===== src/design/spi_flash_pkg.sv =====
package spi_flash_pkg;

    // Bus and SPI widths
    typedef logic [31:0] data_t;
    typedef logic [31:0] adr_t;
    typedef logic [7:0]  byte_t;

    // Register index from address bits 3..2
    typedef logic [1:0]  reg_idx_t;

    localparam reg_idx_t REG_CTRL   = 2'd0;
    localparam reg_idx_t REG_DIV    = 2'd1;
    localparam reg_idx_t REG_DATA   = 2'd2;
    localparam reg_idx_t REG_STATUS = 2'd3;

    // Wishbone classic request, master to slave
    typedef struct packed {
        adr_t  adr;
        data_t dat;
        logic  we;
        logic  stb;
        logic  cyc;
    } wb_req_t;

    // Wishbone classic response, slave to master
    typedef struct packed {
        data_t dat;
        logic  ack;
    } wb_rsp_t;

    // Transfer sequencer states
    typedef enum logic [1:0] {
        ST_IDLE  = 2'd0,
        ST_LEAD  = 2'd1,
        ST_TRAIL = 2'd2,
        ST_DONE  = 2'd3
    } xfer_state_t;

endpackage


===== src/design/spi_clk_div.sv =====
`timescale 1ns/10ps

module spi_clk_div #(
    parameter int DIV_W = 8
) (
    input  logic             wb_clk_i,
    input  logic             reset_i,

    input  logic             run_i,
    input  logic [DIV_W-1:0] div_i,

    output logic             tick_o,
    output logic             sck_o
);

    logic [DIV_W-1:0] cnt_q;
    logic             sck_q;

    // Half period is div_i + 1 clocks
    assign tick_o = run_i & (cnt_q == '0);

    always_ff @(posedge wb_clk_i) begin
        if (reset_i) begin
            cnt_q <= '0;
            sck_q <= 1'b0;
        end else if (!run_i) begin
            // Idle low, counter primed for the next byte
            cnt_q <= div_i;
            sck_q <= 1'b0;
        end else if (tick_o) begin
            cnt_q <= div_i;
            sck_q <= ~sck_q;
        end else begin
            cnt_q <= cnt_q - 1'b1;
        end
    end

    assign sck_o = sck_q;

endmodule


===== src/design/spi_shift_reg.sv =====
`timescale 1ns/10ps

module spi_shift_reg import spi_flash_pkg::*; (
    input  logic  wb_clk_i,
    input  logic  reset_i,

    input  logic  load_i,
    input  logic  sample_i,
    input  logic  shift_i,
    input  byte_t tx_byte_i,

    input  logic  miso_i,
    output logic  mosi_o,
    output byte_t rx_byte_o
);

    byte_t sreg_q;
    logic  miso_hold_q;

    // Transmit bits leave at the MSB, received bits enter at the LSB
    always_ff @(posedge wb_clk_i) begin
        if (reset_i) begin
            sreg_q <= '0;
        end else if (load_i) begin
            sreg_q <= tx_byte_i;
        end else if (shift_i) begin
            sreg_q <= {sreg_q[6:0], miso_hold_q};
        end
    end

    // MISO captured on SCK rise, shifted in on SCK fall
    always_ff @(posedge wb_clk_i) begin
        if (sample_i) begin
            miso_hold_q <= miso_i;
        end
    end

    assign mosi_o    = sreg_q[7];
    assign rx_byte_o = sreg_q;

endmodule


===== src/design/spi_xfer_fsm.sv =====
`timescale 1ns/10ps

module spi_xfer_fsm import spi_flash_pkg::*; (
    input  logic wb_clk_i,
    input  logic reset_i,

    input  logic start_i,
    input  logic tick_i,

    output logic run_o,
    output logic load_o,
    output logic sample_o,
    output logic shift_o,
    output logic busy_o,
    output logic done_o
);

    xfer_state_t state_q;
    xfer_state_t state_d;
    logic [2:0]  bit_cnt_q;

    always_comb begin
        state_d = state_q;
        case (state_q)
            ST_IDLE: begin
                if (start_i) begin
                    state_d = ST_LEAD;
                end
            end
            ST_LEAD: begin
                // SCK rising edge
                if (tick_i) begin
                    state_d = ST_TRAIL;
                end
            end
            ST_TRAIL: begin
                // SCK falling edge, last one ends the byte
                if (tick_i) begin
                    state_d = (bit_cnt_q == 3'd7) ? ST_DONE : ST_LEAD;
                end
            end
            ST_DONE: begin
                state_d = ST_IDLE;
            end
            default: begin
                state_d = ST_IDLE;
            end
        endcase
    end

    always_ff @(posedge wb_clk_i) begin
        if (reset_i) begin
            state_q   <= ST_IDLE;
            bit_cnt_q <= '0;
        end else begin
            state_q <= state_d;
            if (load_o) begin
                bit_cnt_q <= '0;
            end else if (shift_o) begin
                bit_cnt_q <= bit_cnt_q + 3'd1;
            end
        end
    end

    assign load_o   = (state_q == ST_IDLE) & start_i;
    assign sample_o = (state_q == ST_LEAD) & tick_i;
    assign shift_o  = (state_q == ST_TRAIL) & tick_i;
    assign busy_o   = (state_q == ST_LEAD) | (state_q == ST_TRAIL);
    assign run_o    = busy_o;
    assign done_o   = (state_q == ST_DONE);

endmodule


===== src/design/spi_wb_regs.sv =====
`timescale 1ns/10ps

module spi_wb_regs import spi_flash_pkg::*; #(
    parameter int DIV_W = 8
) (
    input  logic             wb_clk_i,
    input  logic             reset_i,

    input  wb_req_t          wb_req_i,
    output wb_rsp_t          wb_rsp_o,

    input  logic             busy_i,
    input  logic             done_i,
    input  byte_t            rx_byte_i,

    output logic             start_o,
    output byte_t            tx_byte_o,
    output logic [DIV_W-1:0] div_o,
    output logic             cs_n_o,
    output logic             irq_o
);

    // CTRL bit positions
    localparam int CTRL_EN = 0;
    localparam int CTRL_IE = 1;
    localparam int CTRL_CS = 2;

    // STATUS bit positions
    localparam int STAT_BUSY = 0;
    localparam int STAT_DONE = 1;

    logic             live;
    logic             access;
    logic             wr;
    reg_idx_t         idx;

    logic             ack_q;
    data_t            rd_data;
    data_t            rd_q;

    logic [2:0]       ctrl_q;
    logic [DIV_W-1:0] div_q;
    logic             done_q;
    logic             start_q;
    byte_t            tx_q;

    assign live   = wb_req_i.stb & wb_req_i.cyc;
    // First cycle of a live request, ack follows on the next one
    assign access = live & ~ack_q;
    assign wr     = access & wb_req_i.we;
    assign idx    = wb_req_i.adr[3:2];

    always_comb begin
        rd_data = '0;
        case (idx)
            REG_CTRL: begin
                rd_data = {29'd0, ctrl_q};
            end
            REG_DIV: begin
                rd_data = data_t'(div_q);
            end
            REG_DATA: begin
                rd_data = {24'd0, rx_byte_i};
            end
            REG_STATUS: begin
                rd_data[STAT_BUSY] = busy_i;
                rd_data[STAT_DONE] = done_q;
            end
            default: begin
                rd_data = '0;
            end
        endcase
    end

    always_ff @(posedge wb_clk_i) begin
        if (reset_i) begin
            ack_q   <= 1'b0;
            ctrl_q  <= '0;
            div_q   <= '0;
            done_q  <= 1'b0;
            start_q <= 1'b0;
        end else begin
            ack_q   <= access;
            // Start only when enabled, the FSM drops it if not idle
            start_q <= wr && (idx == REG_DATA) && ctrl_q[CTRL_EN];

            if (wr && (idx == REG_CTRL)) begin
                ctrl_q <= wb_req_i.dat[2:0];
            end
            if (wr && (idx == REG_DIV)) begin
                div_q <= wb_req_i.dat[DIV_W-1:0];
            end

            // New completion wins over a clear in the same cycle
            if (done_i) begin
                done_q <= 1'b1;
            end else if (wr && (idx == REG_STATUS) && wb_req_i.dat[STAT_DONE]) begin
                done_q <= 1'b0;
            end
        end
    end

    always_ff @(posedge wb_clk_i) begin
        if (access) begin
            rd_q <= rd_data;
        end
        if (wr && (idx == REG_DATA)) begin
            tx_q <= wb_req_i.dat[7:0];
        end
    end

    assign wb_rsp_o.dat = rd_q;
    assign wb_rsp_o.ack = ack_q;

    assign start_o   = start_q;
    assign tx_byte_o = tx_q;
    assign div_o     = div_q;
    assign cs_n_o    = ~ctrl_q[CTRL_CS];
    assign irq_o     = done_q & ctrl_q[CTRL_IE];

endmodule


===== src/design/spi_flash_top.sv =====
`timescale 1ns/10ps

module spi_flash_top import spi_flash_pkg::*; #(
    parameter int DIV_W = 8
) (
    input  logic    wb_clk_i,
    input  logic    reset_i,

    // Wishbone slave port
    input  wb_req_t wb_req_i,
    output wb_rsp_t wb_rsp_o,

    // Flash pins
    input  logic    flash_miso_i,
    output logic    flash_sck_o,
    output logic    flash_cs_n_o,
    output logic    flash_mosi_o,

    output logic    irq_o
);

    logic [DIV_W-1:0] div;
    logic             start;
    byte_t            tx_byte;
    byte_t            rx_byte;
    logic             run;
    logic             load;
    logic             sample;
    logic             shift;
    logic             busy;
    logic             done;
    logic             tick;

    spi_wb_regs #(
        .DIV_W      (DIV_W)
    ) u_regs (
        .wb_clk_i   (wb_clk_i),
        .reset_i    (reset_i),
        .wb_req_i   (wb_req_i),
        .busy_i     (busy),
        .done_i     (done),
        .rx_byte_i  (rx_byte),
        .wb_rsp_o   (wb_rsp_o),
        .start_o    (start),
        .tx_byte_o  (tx_byte),
        .div_o      (div),
        .cs_n_o     (flash_cs_n_o),
        .irq_o      (irq_o)
    );

    spi_xfer_fsm u_fsm (
        .wb_clk_i   (wb_clk_i),
        .reset_i    (reset_i),
        .start_i    (start),
        .tick_i     (tick),
        .run_o      (run),
        .load_o     (load),
        .sample_o   (sample),
        .shift_o    (shift),
        .busy_o     (busy),
        .done_o     (done)
    );

    spi_clk_div #(
        .DIV_W      (DIV_W)
    ) u_clk_div (
        .wb_clk_i   (wb_clk_i),
        .reset_i    (reset_i),
        .run_i      (run),
        .div_i      (div),
        .tick_o     (tick),
        .sck_o      (flash_sck_o)
    );

    spi_shift_reg u_shift (
        .wb_clk_i   (wb_clk_i),
        .reset_i    (reset_i),
        .load_i     (load),
        .sample_i   (sample),
        .shift_i    (shift),
        .tx_byte_i  (tx_byte),
        .miso_i     (flash_miso_i),
        .mosi_o     (flash_mosi_o),
        .rx_byte_o  (rx_byte)
    );

endmodule


===== config.mk =====
export PLATFORM = sky130hd
export DESIGN_NAME = spi_flash_top
export DESIGN_NICKNAME = d
export VERILOG_FILES = /design/src/design/spi_flash_pkg.sv /design/src/design/spi_clk_div.sv /design/src/design/spi_shift_reg.sv /design/src/design/spi_xfer_fsm.sv /design/src/design/spi_wb_regs.sv /design/src/design/spi_flash_top.sv
export SDC_FILE = /design/constraint.sdc
export NUM_CORES = 1
export LEC_CHECK = 0
export ABC_AREA = 1
export BUFFER_PORTS_ARGS = -buffer_cell sky130_fd_sc_hd__buf_4
export CELL_PAD_IN_SITES_DETAIL_PLACEMENT = 2
export CELL_PAD_IN_SITES_GLOBAL_PLACEMENT = 2
export CORE_MARGIN = 8
export CORE_UTILIZATION = 24
export CTS_BUF_LIST = sky130_fd_sc_hd__clkbuf_8 sky130_fd_sc_hd__clkbuf_16
export CTS_CLUSTER_SIZE = 10
export DETAILED_ROUTE_END_ITERATION = 6
export PLACE_DENSITY_LB_ADDON = 0.25
export SYNTH_ARGS = -nofsm -noshare
export SYNTH_HDL_FRONTEND = slang
export SYNTH_SLANG_ARGS = --single-unit

===== constraint.sdc =====
create_clock -name wb_clk_i -period 2.1 [get_ports wb_clk_i]
set_clock_uncertainty 0.1 [all_clocks]
set_input_delay 0.63 -clock wb_clk_i [delete_from_list [all_inputs] [get_ports wb_clk_i]]
set_output_delay 0.63 -clock wb_clk_i [all_outputs]
set_load 0.1 [all_outputs]

**After elaboration in Yosys (flattened, before gate mapping)**

Cells that the tools add are included.
Widths: inputs -> output; s select.

- Bits in registers: 77
- Input port bits: 70
- Logic and storage cells: 65
- Output and inout bits: 37

- Add/subtract/negate cells: 2
- Equal/unequal tests: 10
- Reductions and logical operators: 14
- Muxes and demuxes: 13
- Bitwise operators: 13

Operator list:

| operator | count |
|---|---|
| $mux 8 | 4 |
| $pmux 6 s3 | 1 |
| $pmux 2 s4 | 2 |
| $and 1x1->1 | 8 |
| $eq 2x2->1 const B | 4 |
| $logic_not 8->1 | 1 |
| $mux 2 | 4 |
| $sub 8x1->8 const B | 1 |
| $logic_and 1x1->1 | 6 |
| $eq 2x1->1 const B | 2 |
| $logic_not 2->1 | 2 |
| $ne 2x1->1 const B | 2 |
| $not 1->1 | 4 |
| $reduce_bool 2->1 | 2 |
| $reduce_or 2->1 | 2 |
| $add 3x1->3 const B | 1 |
| $eq 3x3->1 const B | 1 |
| $reduce_and 3->1 | 1 |
| $mux 1 | 2 |
| $ne 2x2->1 const B | 1 |
| $or 1x1->1 | 1 |

**Longest topological paths before layout**

Gate-level depths: netlist of the first run.

- Word-level depth: 7
- Gate-level depth with buffers: 10
- Mapped depth without buffers: 10

**Cells and area by module**

From an unflattened synthesis of the first run, not the netlist that was laid out.

- Cell total of the unflattened synthesis: 364
- Area total of the unflattened synthesis: 2851.5 µm²

Modules (own cells, without submodules):

| module | area each (µm²) | cells an instance | sequential area each (µm²) | instances |
|---|---|---|---|---|
| spi_wb_regs | 1442.6 | 157 | 760.7 | 1 |
| spi_clk_div | 635.6 | 96 | 180.2 | 1 |
| spi_shift_reg | 449.2 | 65 | 190.2 | 1 |
| spi_xfer_fsm | 324.1 | 46 | 100.1 | 1 |

**Least setup slack after synthesis of the first run**

No wires, ideal clock.

- Kind: input-to-reg
- Start point: input wb_req_i[1] in the netlist's numbering
- End point: register u_regs.tx_q[0], in the netlist u_regs.tx_byte_o[0] (enable)
- Slack: -48 ps
- Data required time: 1630 ps
- Arrival: 1678 ps
- Buffers on the path: 0
- Library setup time: 370 ps
- Stages: 4
- Cells stage by stage: nand2_1 > nor2_1 > nand2_1 > nor2_1

- Word-level cells in the longest chain between the ends: 4

RTL lines:

| element | RTL line | RTL |
|---|---|---|
| start: declaration | spi_flash_top.sv:10 | `input wb_req_t wb_req_i,` |
| $and 1x1->1 | spi_wb_regs.sv:47 | `assign live = wb_req_i.stb & wb_req_i.cyc;` |
| $and 1x1->1 | spi_wb_regs.sv:49 | `assign access = live & ~ack_q;` |
| via u_regs.access | spi_wb_regs.sv:33 | `logic access;` |
| $and 1x1->1 | spi_wb_regs.sv:50 | `assign wr = access & wb_req_i.we;` |
| $logic_and 1x1->1 | spi_wb_regs.sv:107 | `if (wr && (idx == REG_DATA)) begin` |
| end signal: assignment | spi_wb_regs.sv:108 | `tx_q <= wb_req_i.dat[7:0];` |
| end: declaration | spi_wb_regs.sv:45 | `byte_t tx_q;` |

The timed path passes the listed nets, and every way through them passes these cells.
A chain may end at the register's enable or synchronous reset.

**Worst setup path after layout of the first run**

- Start point: register u_fsm.state_q[0]
- End point: register u_shift.sreg_q[0], in the netlist u_shift.rx_byte_o[0]

- Word-level cells in the longest chain between the ends: 5
- Elaborated cells on any way between the ends: 9
- Those cells by class: eq/ne: 2; mux: 1; bitwise: 4; reduce/logical: 2

RTL lines:

| element | RTL line | RTL |
|---|---|---|
| start: declaration | spi_xfer_fsm.sv:18 | `xfer_state_t state_q;` |
| start signal: assignment | spi_xfer_fsm.sv:56 | `state_q <= state_d;` |
| $eq 2x1->1 or $eq 2x2->1 (tied branches) | spi_xfer_fsm.sv:68, spi_xfer_fsm.sv:67 |  |
| $or 1x1->1 | spi_xfer_fsm.sv:68 | `assign busy_o = (state_q == ST_LEAD) \| (state_q == ST_TRAIL);` |
| $and 1x1->1 | spi_clk_div.sv:20 | `assign tick_o = run_i & (cnt_q == '0);` |
| $and 1x1->1 | spi_xfer_fsm.sv:67 | `assign shift_o = (state_q == ST_TRAIL) & tick_i;` |
| $reduce_bool 2->1 (no line) | -- |  |
| end signal: assignment | spi_shift_reg.sv:25 | `sreg_q <= tx_byte_i;` |
| end signal: assignment | spi_shift_reg.sv:27 | `sreg_q <= {sreg_q[6:0], miso_hold_q};` |
| end: declaration | spi_shift_reg.sv:17 | `byte_t sreg_q;` |

Parallel ways exist; a longest one is shown, timed or not.

==> results.toml, run 1 <==
[die]
die_x_microns = 122
die_area_sq_um = 15000
coreArea_sq_um = 11200
rows = 39
die_y_microns = 122
start_util_pct = 24.2
ios = 107

[clocking]
root_buffer = "clkbuf_16"
h-tree-depth = 2
post-cts-setup-buffer-count = 0
cts_made_buffers = 5
cts_resized = 0
holdBufCountCts = 0
clkTransAtPathRegs_ps = 80
cts_sinks = 53
clock_latency_ps = 300
cts_buffer_depth = 2
cts_tree = "done"

[placed_design]
hpwlAfterDp_microns = 5960
io_buffers = 28
placed_area_sq_um = 3070
globalplace.congestion = 0.737
preCtsSetupSlack_ps = -6.09

[drt]
wl_microns = 7570
top_layer = "met4"
drc = 0
post_drt_wl_per_cell_microns = 15.1
dr.pass1.iters = 4
drt-initial-drc-count = 107
avgViaCountPerCell = 4.24
vias = 2123
wl_met2_microns = 3910
wl_met1_microns = 3340
ant_nets = 0
wl_met3_microns = 219

[final_layout]
n_antenna_cell = 0
final_area_sq_um = 3220
finalNetCount = 435
multiInputGateArea_sq_um = 1210
ff_latch_area_sq_um = 1230
layout_common_cells = "56 x nand2_1, 40 x buf_4, 36 x dfxtp_1"
final_common_cell = "nand2_1"
drive_gt1_share_pct = 26.0
area_delta_synth_final_pct = 18.5
nFillCells = 1301

[worst_setup_path]
arrival_ps = 2040
critPathMaxFanout = 13
cpPeakStageDelay_ps = 400
cpMostUsedCell = "nand2_2"
worstPathRequired_ps = 2230
critPathBufInv = 1
crit_path_end_kind = "register"
cp_cell_sequence = "inv_1, ha_1, nand2_2, nor2_4, nand3_4, nand2_8, nand2_2, a21oi_2"
critPathLaunchType = "register"
r2r_start = "u_fsm.state_q[0]"
startpoint = "u_fsm.state_q[0]"
cpMaxStageDelayCell = "dfxtp_1"
cpLargestDelayFamily = "simple AND/OR/NAND/NOR gates"
crit_type = "register to register"

[sta]
fmax_mhz = 524
finalSetupViolations = 0
finalSetupTns_ps = 0
slew_viol_final = 0
finalCritPeriodShare_pct = 90.8
hold_viol = 0
rsz0062_at_grt = "false"
fin_ws_ps = 192
period_needed_ps = 1910

[logic_synthesis]
synthDistinctLibCells = 35
ys.flop_type = "dfxtp_1"
synthArstFlopShare_pct = 0
yosys_warnings = 0
synthesis.area_sq_um = 2720
synth-edff-count = 17
syn_inst = 318
ys_seq_elements = 53
ys_seq_area_share_pct = 45.3
syn_avg_cell_area_sq_um = 8.54

[global_routing]
grt_max_degree = 18
grt.total_usage_pct = 10.6
grt_pass1_vias = 2377
antenna_found_initial = 0
grt_pass1_wl_microns = 12200
grt_overflow_total = 0

[power]
power_leakage_uw = 0.00133
power_switching_uw = 1070
p_seq_share_pct = 40.0
ir_drop_mv = 0.478
p_per_area_nw_per_um2 = 883
power.share.clock_pct = 30.2
power.internal_uw = 1770
swShare_pct = 37.6
power_frac_comb_pct = 29.8

[status]
status = "finished clean"

[min_path]
hold_path.class = "register to register"
worstHoldStart = "u_regs.ack_q"

[run]
cap_violations = 0
[sequential cells by signal, indices dropped and copies added, names as in the netlist, 2 cells and up]
name / flops
u_clk_div.cnt_q: 8
u_fsm.bit_cnt_q: 3
u_fsm.state_q: 2
u_regs.ctrl_q: 3
u_regs.div_o: 8
u_regs.rd_q: 8
u_regs.tx_byte_o: 8
u_shift.rx_byte_o: 8
[worst reg2reg max path, cell delays in order (launching register included)]
cell	delay [ps]
dfxtp_1	400
inv_1	110
ha_1	330
nand2_2	80
nor2_4	140
nand3_4	280
nand2_8	220
nand2_2	70
a21oi_2	110
[Yosys cell counts, drive strengths merged (2+ instances only)]
master,number,area share (%)
xor2,4,1.3
dfxtp,36,27
o21ai,26,4.8
edfxtp,17,19
inv,33,4.7
nor2,40,6.4
buf,31,8.4
a21oi,23,5.3
a22o,2,0.65
nand2,73,13
nand3,16,4.9
ha,8,3.7
[final timing paths]
path | cells after the start | slack, ps | end
min | 1 | 360 | u_regs.ack_q
min reg2reg | 1 | 360 | u_regs.ack_q
max | 8 | 190 | u_shift.rx_byte_o[0]
max reg2reg | 8 | 190 | u_shift.rx_byte_o[0]
[cell families after synthesis]
kind of cell             count (synthesis)  synth area share, %
adder cells (fa/ha/maj)                  8                 3.69
AND/OR/NAND/NOR                        133                 24.8
AO/OA/AOI/OAI                           53                 11.3
flip-flops                              53                 45.3
buffers and inverters                   66                 13.4
XOR/XNOR                                 4                 1.29
other                                    1                0.138
[per-stage QoR]
| stage | hold slack [ps] | util, % | instances | total power (uW) |
|---|---|---|---|---|
| finish | 360 | 28.7 | 501 | 2840 |
| global route | 401 | 28.7 | 501 | 2990 |
| CTS | 366 | 28.7 | 501 | 2880 |
| detailed placement | 352 | 27.4 | 493 | 2020 |
| global placement | 335 | 27.4 | 493 | 2000 |
| floorplan | 322 | - | 341 | 1870 |
[layout make-up]
cell class	instances	area share, %
Tap cell	143	5.56
Sequential cell	53	38.3
Clock inverter	3	0.700
Multi-Input combinational cell	222	37.6
Timing Repair Buffer	41	9.95
Clock buffer	5	3.89
Inverter	34	4.04
[metal layers]
metal  vias to the layer above  GRT usage [%]
li1                       1051              -
met1                      1041           12.3
met2                        25           19.1
met3                         6           2.30
met4                         0           3.05
met5                         -              0
[power groups by stage]
stage / Sequential, uW / Combinational (uW) / Clock, uW
after global routing: 1140 / 935 / 915
after detailed placement: 1160 / 858 / 0
after floorplan: 1200 / 668 / 0
after global placement: 1160 / 837 / 0
after CTS: 1140 / 861 / 878
final: 1140 / 847 / 857
Power figures use the tool's default switching activity.
==> inputs of run 2 (changes only) <==
- HOLD_SLACK_MARGIN: not set -> 0.02
- PLACE_DENSITY_LB_ADDON: 0.25 -> 0.1
==> run 2 against run 1 <==
  * Via count shrank 2.2%
  * Hold slack worse by 5.2 ps
  * Combinational power rose by 2%
  * Sequential power is essentially flat
  * Core utilization increased by 0.16 points
  * Critical endpoint is now u_shift.rx_byte_o[3]
  * Cell count grew 0.60%
  * Clock power down 2.7%
  * Wire length fell by 0.91%
  * Sequential share of layout area down 0.21 points
  * First-iteration DRC count down 59%
  * Register-to-register slack improved by 130 ps
  * Flip-flop and latch count is the same
  * Largest cell class unchanged
==> results.toml, run 2 (synthesized netlist as in run 1, its figures left out) <==
[placed_design]
hpwlAfterDp_microns = 6060
globalplace.congestion = 0.675
io_buffers = 28

[drt]
post_drt_wl_per_cell_microns = 14.9
drc = 0
wl_microns = 7500
drt-initial-drc-count = 44
avgViaCountPerCell = 4.12
dr.pass1.iters = 2
ant_nets = 0
vias = 2076

[clocking]
cts_sinks = 53
cts_made_buffers = 5
cts_tree = "done"
cts_buffer_depth = 2
clock_latency_ps = 290
cts_resized = 0
holdBufCountCts = 0
post-cts-setup-buffer-count = 0
clkTransAtPathRegs_ps = 70
root_buffer = "clkbuf_16"
h-tree-depth = 2

[worst_setup_path]
startpoint = "u_fsm.state_q[1]"
critPathMaxFanout = 10
cpPeakStageDelay_ps = 340
cp_cell_sequence = "inv_1, ha_1, nand2_2, nor2_4, nand3_4, buf_4, nand3_2, a21oi_2"
crit_path_end_kind = "register"
critPathLaunchType = "register"
cpMaxStageDelayCell = "dfxtp_1"
r2r_start = "u_fsm.state_q[1]"
worstPathRequired_ps = 2180
crit_type = "register to register"
arrival_ps = 1850
r2r_cells = 8

[global_routing]
grt_max_degree = 17
antenna_found_initial = 0
grt_overflow_total = 0
grt_pass1_wl_microns = 12100
grt.total_usage_pct = 10.3
grt_pass1_vias = 2349

[sta]
finalCritPeriodShare_pct = 84.5
fin_hold_ws_ps = 355
hold_viol = 0
finalSetupTns_ps = 0
period_needed_ps = 1780
slew_viol_final = 0
finalSetupViolations = 0
fmax_mhz = 563
rsz0062_at_grt = "false"

[final_layout]
drive_gt1_share_pct = 26.3
n_antenna_cell = 0
layout_common_cells = "56 x nand2_1, 43 x buf_4, 36 x dfxtp_1"
area_delta_synth_final_pct = 19.2
finalNetCount = 438
final_common_cell = "nand2_1"

[die]
coreArea_sq_um = 11200
start_util_pct = 24.2
die_x_microns = 122
ios = 107
rows = 39
die_y_microns = 122
die_area_sq_um = 15000

[status]
status = "finished clean"

[power]
p_per_area_nw_per_um2 = 874
power_leakage_uw = 0.00134
ir_drop_mv = 0.373

[min_path]
worstHoldStart = "u_regs.ack_q"
min_path_cells = 1
hold_path.class = "register to register"

[run]
cap_violations = 0
## run 2: cell types whose count changed in the layout (fill, tap and decap cells not counted), sizes merged
cell	change
buf	+3
clkinv	-2
inv	+2
## run 2: path summary, 6_finish.rpt
path / end / slack (ps)
worst max-delay path: u_shift.rx_byte_o[3] / 320
worst min-delay path: u_regs.ack_q / 360
worst max register to register: u_shift.rx_byte_o[3] / 320
worst min register to register: u_regs.ack_q / 360
## run 2: routing by layer
layer / GRT usage, % / up-vias / wire length (microns)
met2: 19.1 / 19 / 3840
met5: 0 / - / 0
met1: 11.9 / 998 / 3430
met4: 2.36 / 0 / 55
li1: - / 1054 / -
met3: 2.25 / 5 / 168
## run 2: worst max-delay path, delay by kind of cell (launching register included)
| kind | cells | cell delay, ps |
|---|---|---|
| buf+inv | 2 | 330 |
| flops | 1 | 340 |
| simple gates | 4 | 510 |
| compound gates | 1 | 50 |
| fa+ha+maj | 1 | 320 |
## run 2: area by class of cell
type | instances | area (sq um)
sequential | 53 | 1230
multi-input combinational | 222 | 1210
clock buffer | 5 | 125
tap | 143 | 179
fill | 1301 | 7990
clock inverter | 3 | 17.5
inverter | 34 | 130
timing repair buffer | 44 | 343
## run 2: report_power, final
part,switching (uW),internal [uW],leakage (uW)
combinational,627,234,0.000819
sequential,26.3,1110,0.000449
clock,393,442,0.0000754
## run 2: metrics by stage
step	cells	utilization, %	power (uW)	setup slack (ps)	cell area [sq um]
6_report	504	28.8	2830	325	3240
3_5_place_dp	496	27.6	2030	23.5	3090
3_3_place_gp	496	27.6	2020	68.5	3090
4_1_cts	504	28.8	2890	287	3240
2_1_floorplan	341	-	1870	87.5	2800
5_1_grt	504	28.8	3000	156	3240
